`src/verilog/phys_reg_pkg.sv`:
```
package phys_reg_pkg;

	// Physical register file size
	parameter int num_phys_reg = 64;

	// Tag width follows from the register count
	parameter int phys_tag_w = $clog2(num_phys_reg);

	// Architectural register file size
	parameter int num_arch_reg = 32;

	// Physical register tag
	typedef logic [phys_tag_w-1:0] phys_tag_t;

	// Architectural register index
	typedef logic [$clog2(num_arch_reg)-1:0] arch_idx_t;

endpackage

```
`src/verilog/rob_pkg.sv`:
```
package rob_pkg;
	import phys_reg_pkg::*;

	// One dispatched instruction, fields commit needs
	typedef struct packed {
		logic        valid;
		logic        has_dst;
		arch_idx_t   arch_dst;
		phys_tag_t   t_new;
		phys_tag_t   t_old;
		logic        halt;
		logic [31:0] npc;
	} dispatch_pkt_t;

	// Result tag broadcast
	typedef struct packed {
		logic      valid;
		phys_tag_t tag;
	} cdb_pkt_t;

	// Reorder buffer row
	typedef struct packed {
		logic        busy;
		logic        done;
		logic        has_dst;
		arch_idx_t   arch_dst;
		phys_tag_t   t_new;
		phys_tag_t   t_old;
		logic        halt;
		logic [31:0] npc;
	} rob_row_t;

	// Retired instruction, same layout as dispatch
	typedef struct packed {
		logic        valid;
		logic        has_dst;
		arch_idx_t   arch_dst;
		phys_tag_t   t_new;
		phys_tag_t   t_old;
		logic        halt;
		logic [31:0] npc;
	} retire_pkt_t;

endpackage

```
`src/verilog/arch_map.sv`:
```
module arch_map import phys_reg_pkg::*, rob_pkg::*; #(
	parameter int ss_size = 2
) (
	input logic clock,
	input logic rst,
	input retire_pkt_t [ss_size-1:0] commit,
	input arch_idx_t arch_rd_idx,
	output phys_tag_t arch_rd_tag,
	output retire_pkt_t [ss_size-1:0] retire,
	output logic halted
);

	phys_tag_t [num_arch_reg-1:0] map_q;
	phys_tag_t [num_arch_reg-1:0] map_next;
	logic t_old_err;
	logic halt_seen;

	assign arch_rd_tag = map_q[arch_rd_idx];

	// Lane order matters, a later lane overwrites an earlier one
	always_comb begin
		map_next = map_q;
		t_old_err = 1'b0;
		halt_seen = 1'b0;
		for (int i = 0; i < ss_size; i++) begin
			if (commit[i].valid && commit[i].has_dst) begin
				if (map_next[commit[i].arch_dst] != commit[i].t_old) begin
					t_old_err = 1'b1;
				end
				map_next[commit[i].arch_dst] = commit[i].t_new;
			end
			if (commit[i].valid && commit[i].halt) begin
				halt_seen = 1'b1;
			end
		end
	end

	always_ff @(posedge clock) begin
		if (rst) begin
			// Identity map out of reset
			for (int r = 0; r < num_arch_reg; r++) begin
				map_q[r] <= phys_tag_t'(r);
			end
			for (int i = 0; i < ss_size; i++) begin
				retire[i].valid <= 1'b0;
			end
			halted <= 1'b0;
		end else begin
			map_q <= map_next;
			retire <= commit;
			if (halt_seen) begin
				halted <= 1'b1;
			end
		end
	end

	// Rename at dispatch must agree with the committed map
	t_old_match: assert property (@(posedge clock) disable iff (rst) !t_old_err)
		else $error("arch_map: committed t_old differs from map entry");

endmodule

```
`src/verilog/rob.sv`:
```
module rob import phys_reg_pkg::*, rob_pkg::*; #(
	parameter int rob_size = 8,
	parameter int ss_size = 2
) (
	input logic clock,
	input logic rst,
	input logic flush,
	input dispatch_pkt_t [ss_size-1:0] dispatch,
	input cdb_pkt_t [ss_size-1:0] cdb,
	output logic [$clog2(rob_size):0] free_rows,
	output retire_pkt_t [ss_size-1:0] commit
);

	localparam int ptr_w = $clog2(rob_size);
	localparam int cnt_w = ptr_w + 1;

	rob_row_t [rob_size-1:0] rows;
	rob_row_t [rob_size-1:0] rows_next;
	logic [ptr_w-1:0] head;
	logic [ptr_w-1:0] tail;
	logic [ptr_w-1:0] head_next;
	logic [ptr_w-1:0] tail_next;
	logic [cnt_w-1:0] free_rows_next;
	logic [cnt_w-1:0] n_ret;
	logic [cnt_w-1:0] n_disp;
	logic [rob_size-1:0] ret_mask;
	logic [ss_size-1:0] disp_valid;
	phys_tag_t [rob_size-1:0] row_tags;
	logic [rob_size-1:0] row_wait;
	logic [rob_size-1:0] hits;

	always_comb begin
		for (int r = 0; r < rob_size; r++) begin
			row_tags[r] = rows[r].t_new;
			row_wait[r] = rows[r].busy & ~rows[r].done;
		end
		for (int i = 0; i < ss_size; i++) begin
			disp_valid[i] = dispatch[i].valid;
		end
	end

	tag_cam #(
		.rob_size(rob_size),
		.ss_size(ss_size)
	) tag_cam_i (
		.row_tags(row_tags),
		.row_wait(row_wait),
		.cdb(cdb),
		.hits(hits)
	);

	// Oldest run of done rows, cut after a halt
	always_comb begin
		logic [ptr_w-1:0] idx;
		logic go;
		commit = '0;
		ret_mask = '0;
		n_ret = '0;
		go = ~flush;
		for (int i = 0; i < ss_size; i++) begin
			idx = head + ptr_w'(i);
			if (go && rows[idx].busy && rows[idx].done) begin
				commit[i].valid = 1'b1;
				commit[i].has_dst = rows[idx].has_dst;
				commit[i].arch_dst = rows[idx].arch_dst;
				commit[i].t_new = rows[idx].t_new;
				commit[i].t_old = rows[idx].t_old;
				commit[i].halt = rows[idx].halt;
				commit[i].npc = rows[idx].npc;
				ret_mask[idx] = 1'b1;
				n_ret = n_ret + 1'b1;
				go = ~rows[idx].halt;
			end else begin
				go = 1'b0;
			end
		end
	end

	always_comb begin
		logic [ptr_w-1:0] idx;
		rows_next = rows;
		n_disp = '0;
		for (int r = 0; r < rob_size; r++) begin
			if (hits[r]) begin
				rows_next[r].done = 1'b1;
			end
			if (ret_mask[r]) begin
				rows_next[r].busy = 1'b0;
				rows_next[r].done = 1'b0;
			end
		end
		// Lanes are packed, so lane i lands at tail + i
		for (int i = 0; i < ss_size; i++) begin
			idx = tail + ptr_w'(i);
			if (disp_valid[i]) begin
				rows_next[idx].busy = 1'b1;
				rows_next[idx].done = ~dispatch[i].has_dst;
				rows_next[idx].has_dst = dispatch[i].has_dst;
				rows_next[idx].arch_dst = dispatch[i].arch_dst;
				rows_next[idx].t_new = dispatch[i].t_new;
				rows_next[idx].t_old = dispatch[i].t_old;
				rows_next[idx].halt = dispatch[i].halt;
				rows_next[idx].npc = dispatch[i].npc;
				n_disp = n_disp + 1'b1;
			end
		end
		head_next = head + n_ret[ptr_w-1:0];
		tail_next = tail + n_disp[ptr_w-1:0];
		free_rows_next = free_rows + n_ret - n_disp;
	end

	always_ff @(posedge clock) begin
		if (rst || flush) begin
			for (int r = 0; r < rob_size; r++) begin
				rows[r].busy <= 1'b0;
				rows[r].done <= 1'b0;
			end
			head <= '0;
			tail <= '0;
			free_rows <= cnt_w'(rob_size);
		end else begin
			rows <= rows_next;
			head <= head_next;
			tail <= tail_next;
			free_rows <= free_rows_next;
		end
	end

	// Producer must respect the free row count
	disp_fits: assert property (@(posedge clock) disable iff (rst)
		n_disp <= free_rows)
		else $error("rob: dispatched more lanes than free rows");

	// Valid lanes form a run starting at lane 0
	disp_packed: assert property (@(posedge clock) disable iff (rst)
		(disp_valid & (disp_valid + 1'b1)) == '0)
		else $error("rob: dispatch lanes not packed from lane 0");

	head_busy: assert property (@(posedge clock) disable iff (rst)
		(free_rows < cnt_w'(rob_size)) |-> rows[head].busy)
		else $error("rob: head row empty while buffer holds entries");

endmodule

```
`src/verilog/rob_subsystem.sv`:
```
module rob_subsystem import phys_reg_pkg::*, rob_pkg::*; #(
	parameter int rob_size = 8,
	parameter int ss_size = 2
) (
	input logic clock,
	input logic rst,
	input logic flush,
	input dispatch_pkt_t [ss_size-1:0] dispatch,
	input cdb_pkt_t [ss_size-1:0] cdb,
	input arch_idx_t arch_rd_idx,
	output logic [$clog2(rob_size):0] free_rows,
	output retire_pkt_t [ss_size-1:0] retire,
	output phys_tag_t arch_rd_tag,
	output logic halted
);

	// Oldest done entries, combinational from the buffer
	retire_pkt_t [ss_size-1:0] commit;

	rob #(
		.rob_size(rob_size),
		.ss_size(ss_size)
	) rob_i (
		.clock(clock),
		.rst(rst),
		.flush(flush),
		.dispatch(dispatch),
		.cdb(cdb),
		.free_rows(free_rows),
		.commit(commit)
	);

	arch_map #(
		.ss_size(ss_size)
	) arch_map_i (
		.clock(clock),
		.rst(rst),
		.commit(commit),
		.arch_rd_idx(arch_rd_idx),
		.arch_rd_tag(arch_rd_tag),
		.retire(retire),
		.halted(halted)
	);

endmodule

```
`src/verilog/tag_cam.sv`:
```
module tag_cam import phys_reg_pkg::*, rob_pkg::*; #(
	parameter int rob_size = 8,
	parameter int ss_size = 2
) (
	input phys_tag_t [rob_size-1:0] row_tags,
	input logic [rob_size-1:0] row_wait,
	input cdb_pkt_t [ss_size-1:0] cdb,
	output logic [rob_size-1:0] hits
);

	logic dup_tag;

	// Every bus lane against every waiting row, in parallel
	always_comb begin
		hits = '0;
		for (int r = 0; r < rob_size; r++) begin
			for (int l = 0; l < ss_size; l++) begin
				if (row_wait[r] && cdb[l].valid && (cdb[l].tag == row_tags[r])) begin
					hits[r] = 1'b1;
				end
			end
		end
	end

	// Pairwise check of valid bus lanes
	always_comb begin
		dup_tag = 1'b0;
		for (int l = 0; l < ss_size; l++) begin
			for (int m = l + 1; m < ss_size; m++) begin
				if (cdb[l].valid && cdb[m].valid && (cdb[l].tag == cdb[m].tag)) begin
					dup_tag = 1'b1;
				end
			end
		end
	end

	// A physical tag completes once, so two lanes never share it
	cdb_dup_tag: assert final (!dup_tag)
		else $error("tag_cam: two valid data bus lanes carry the same tag");

endmodule
```
`config.mk`:
```
export PLATFORM = sky130hd
export DESIGN_NAME = rob_subsystem
export DESIGN_NICKNAME = d
export VERILOG_FILES = /design/src/verilog/phys_reg_pkg.sv /design/src/verilog/rob_pkg.sv /design/src/verilog/arch_map.sv /design/src/verilog/rob.sv /design/src/verilog/rob_subsystem.sv /design/src/verilog/tag_cam.sv
export SDC_FILE = /design/constraint.sdc
export NUM_CORES = 2
export LEC_CHECK = 0
export BUFFER_PORTS_ARGS = -buffer_cell sky130_fd_sc_hd__buf_2
export CAP_MARGIN = 20
export CORE_MARGIN = 1.5
export CORE_UTILIZATION = 35
export CTS_CLUSTER_DIAMETER = 120
export DETAILED_ROUTE_END_ITERATION = 6
export GPL_ROUTABILITY_DRIVEN = 0
export PLACE_DENSITY = 0.51
export SLEW_MARGIN = 10
export SYNTH_ARGS = -nofsm -noshare
export SYNTH_HDL_FRONTEND = slang
export SYNTH_SLANG_ARGS = --single-unit
```
`constraint.sdc`:
```
create_clock -name clock -period 34.8 [get_ports clock]
set_input_delay 3.48 -clock clock [delete_from_list [all_inputs] [get_ports clock]]
set_output_delay 3.48 -clock clock [all_outputs]
set_load 0.01 [all_outputs]
```
==> flow_results.org <==
** Status
- Status :: finished, violations left
- Violated checks :: DRC

** Timing
- Tightest Pin Transition :: ~1.3 ns
- Setup violations remaining at the end of the flow were counted as 0.
- The number of pins exceeding their max-slew limit in the final report came to 0.
- For the finished layout, the period the worst path requires is between 9 and 10 ns.
- Worst clock skew :: 0.02720 ns
- Derived from the worst setup path, the maximum achievable clock frequency is around 110 MHz.
- In this run the tightest slew margin relative to its limit is between 10% and 20%.
- In the final timing run, aggregate negative setup slack is 0 ns.
- In the finished design, the share of the clock period the worst path needs comes to a little over a quarter.
- RSZ-0062 raised after global routing :: false
- Least setup slack across all paths after layout :: about 26 ns
- The count of endpoints failing hold in the final timing report came to 0.

** Finish
- Multi-input gate area in the final layout :: ~22,000 um2
- Combined flip-flop and latch cell area :: between 15,000 and 20,000 um2
- Most common cell after layout, fill and taps aside :: mux2i_1
- Growth of design area from synthesis to finish :: 11.93%
- In the layout the commonest cells are 685 x mux2i_1, 510 x edfxtp_1, 422 x nand2_1, 386 x o21ai_0, 281 x a21oi_1.
- Total number of nets in the final design :: about 4.3k
- The layout has between 10k and 15k filler cells.
- Share of final-layout standard cells stronger than drive strength 1 :: about 16%

** Setup path
- The slowest stage of the critical path belongs to the cell buf_4.
- Of all nets on the critical path, the largest fanout is 48.
- STA classifies the critical path startpoint as an input pin.
- STA classifies the critical path endpoint as an output pin.
- By startpoint and endpoint, the worst setup path is classified as in -> out.
- For this run, the slowest stage of the critical path takes 0.66 ns.
- Crit path cell chain :: buf_4, mux4_2, mux4_2, mux2_2, buf_2
- Counting stages on the worst path, the most repeated cell is mux4_2.
- Worst path required time :: 31.32 ns
- Critical path data arrival time :: roughly 5.8 ns

** Routing
- Summed over all layers, the routed wires come to 174,900 um.
- For this block, the initial DRC count from the detailed router was roughly 4.8k.
- Using the TritonRoute via totals, the vias-per-cell ratio works out to between 6 and 7.
- Number of vias in the routed layout :: ~36k
- DRC Markers :: 1
- First-pass iteration count of the detailed router :: 7
- After detailed routing, the average wire length per cell comes to around 30 um.
- In this run the remaining antenna-violating nets after routing total 0.

** Clocking
- Clock slew at reported path FFs :: about 0.06 ns
- Cts hold-fix bufs :: 0
- Buffers from clock root to sink, at most :: 3
- Buffers inserted during clock tree synthesis total between 80 and 90.
- Clock latency of the later-clocked register in the worst-skew pair :: 0.69 ns
- In this run the number of H-tree levels came out at 3.
- Cell at the root of the clock tree :: clkbuf_16
- Count of cells resized by post-cts repair :: 0
- Number of buffers inserted by post-CTS setup repair :: 0
- TritonCTS built the clock tree.
- Counting every sink on the clock net gives ~730.

** Power
- Net Switching :: between 0.0005 and 0.0006 W
- VDD sags by at most about 0.000036 V.
- The internal portion of the total power is between 0.0015 and 0.002 W.
- PD cells :: about 44 nW/um2
- Sequential group share of total power :: 46.3%
- The clock network accounts for ~45% of the total power.
- Power comes to ~0.0021 W.
- In this run switching power makes up about 26% of total power.
- Share of total power in combinational logic :: a little under 9%
- Leakage power summed over all cells :: 17.81 nW

** Synthesis
- Synthesis produced roughly 4.2k cells.
- Average footprint of a synthesized cell :: 10.39 um2
- Count of state elements after synthesis :: 731
- Seq/Total Area, Yosys :: about 45%
- Cell variety after synth :: 93
- The number of nets handed over by synthesis was about 4.4k.
- Count of warnings emitted by yosys :: 0
- Of all flip-flops after synthesis, the portion carrying an async set or reset was 0%.
- EDFF count, synth :: about 500
- The cell area that synthesis handed to floorplanning was 43,910 um2.
- Among all flip-flop cells after synthesis, the most frequent one is edfxtp_1.

** Floorplanning
- Die area :: 127,600 um2
- The die is 357.2 um wide.
- CORE AREA :: roughly 120,000 um2
- Initial cell density of the core :: a little over a third
- Die extent in y :: 357.2 um
- IO Pins :: around 240
- The floorplan has roughly 130 rows.

** GRT
- Global-route congestion overflow total :: 0
- The number of global-route vias before repair came to between 30k and 40k.
- The initial antenna violation count is 50.
- GR Util All Layers :: between 20% and 30%
- The first global-routing pass estimated around 250,000 um of wire.
- Maximum number of pins on one net before global-route repair :: around 160

** Placed design
- Detailed placement HPWL :: about 100,000 um
- At the placement stage, the worst setup path has a slack of between 20 and 30 ns.
- Input and output buffers added on the ports amount to between 200 and 250.

** Min path
- Path type of the worst min-delay path :: reg -> reg

** Flow run
- Max-cap violations in this run came to 0.
-- registers in the layout, summed over array words and instances, names as in the netlist --
register,count
rob_i.rows,376
arch_map_i.map_q,192
arch_map_i.retire,104
rob_i.row_tags,48
rob_i.free_rows,4
rob_i.head,3
rob_i.tail,3
arch_map_i.halted,1
-- final timing paths --
path,start,cells past startpoint,to,slack [ns]
min,arch_map_i.halted,2,arch_map_i.halted,0.48
max,arch_rd_idx[0],5,arch_rd_tag[2],25.55
max reg2reg,rob_i.head[1],12,arch_map_i.map_q[43],28.29
min reg2reg,arch_map_i.halted,2,arch_map_i.halted,0.48
-- power by group through the flow --
| stage | sequential [W] | clock, W | combinational [W] |
|---|---|---|---|
| after detailed placement | 0.00101 | 0 | 0.000188 |
| final | 0.000994 | 0.000962 | 0.000190 |
| after global placement | 0.00101 | 0 | 0.000184 |
| after floorplan | 0.00101 | 0 | 0.000127 |
| after global routing | 0.000996 | 0.00101 | 0.000205 |
| after CTS | 0.000993 | 0.000975 | 0.000188 |
-- critical path, delay by kind of cell --
| family | cells | cell delay (ns) |
|---|---|---|
| mux | 3 | 1.45 |
| buf+inv | 2 | 0.80 |
-- final cells by class --
type	instances	share of cell area, %
inverters	23	0.2113
well taps	1637	4.168
clock buffers	123	5.168
repair buffers	327	3.811
diodes	5	0.02546
flip-flops and latches	731	40.18
multi-input cells	3000	45.57
clock inverters	42	0.8707
-- kinds of logic (layout without fill, tap and decap cells) --
kind of cell	after synthesis	after routing	share of synthesized area, %
xor+xnor	107	107	2.169
fa+ha+maj	15	15	0.4617
buf+inv	495	515	4.537
mux	827	827	22.14
simple gates	900	900	9.589
flops	731	731	44.96
compound gates	1151	1151	16.15
other cells	0	5	0
-- layer usage --
metal | track usage (%) | share of wire, % | vias to the layer above
li1 | - | - | 15880
met1 | 37.77 | 43 | 17950
met2 | 39.79 | 43 | 2049
met3 | 6.128 | 10 | 414
met4 | 8.949 | 3.5 | 50
met5 | 0 | 0.16 | -
-- synth_stat cells, types with 9 or more instances --
cell type    n  share of area, %
xor2_1      39              0.78
mux2i_1    685                16
xnor2_1     66               1.3
nor4_1      13              0.19
a21oi_1    281               3.2
nand4_1     18              0.26
nor2b_1     12              0.17
a31oi_1     63              0.90
a22o_1      42              0.84
mux4_2     110               5.6
o22ai_1     34              0.48
nor2_1     208               1.8
nand2_1    426               3.6
buf_1       75              0.64
o21ai_0    386               4.4
buf_2       45              0.51
edfxtp_1   510                35
buf_4        9              0.15
a211oi_1     9              0.15
nor3_1      37              0.42
nand2b_1    12              0.17
a221oi_1    41              0.82
clkbuf_1   335               2.9
inv_1       19              0.16
or4_1       10              0.17
dfxtp_1    221                10
a22oi_1    156               2.7
ha_1        13              0.37
o31ai_1     76               1.3
mux2_2      27              0.69
nand3_1     82              0.93
-- through the flow --
| stage | cells | hold WS [ns] | area (um2) | utilization (%) |
|---|---|---|---|---|
| after global routing | 5886 | 0.5450 | 49140 | 39.59 |
| after global placement | 5717 | 0.4640 | 46150 | 37.19 |
| final | 5888 | 0.4798 | 49150 | 39.60 |
| after CTS | 5883 | 0.4861 | 49130 | 39.59 |
| after detailed placement | 5718 | 0.4727 | 46170 | 37.19 |
| after floorplan | 4226 | 0.4698 | 43910 | - |
(Power assumes the default switching activity.)
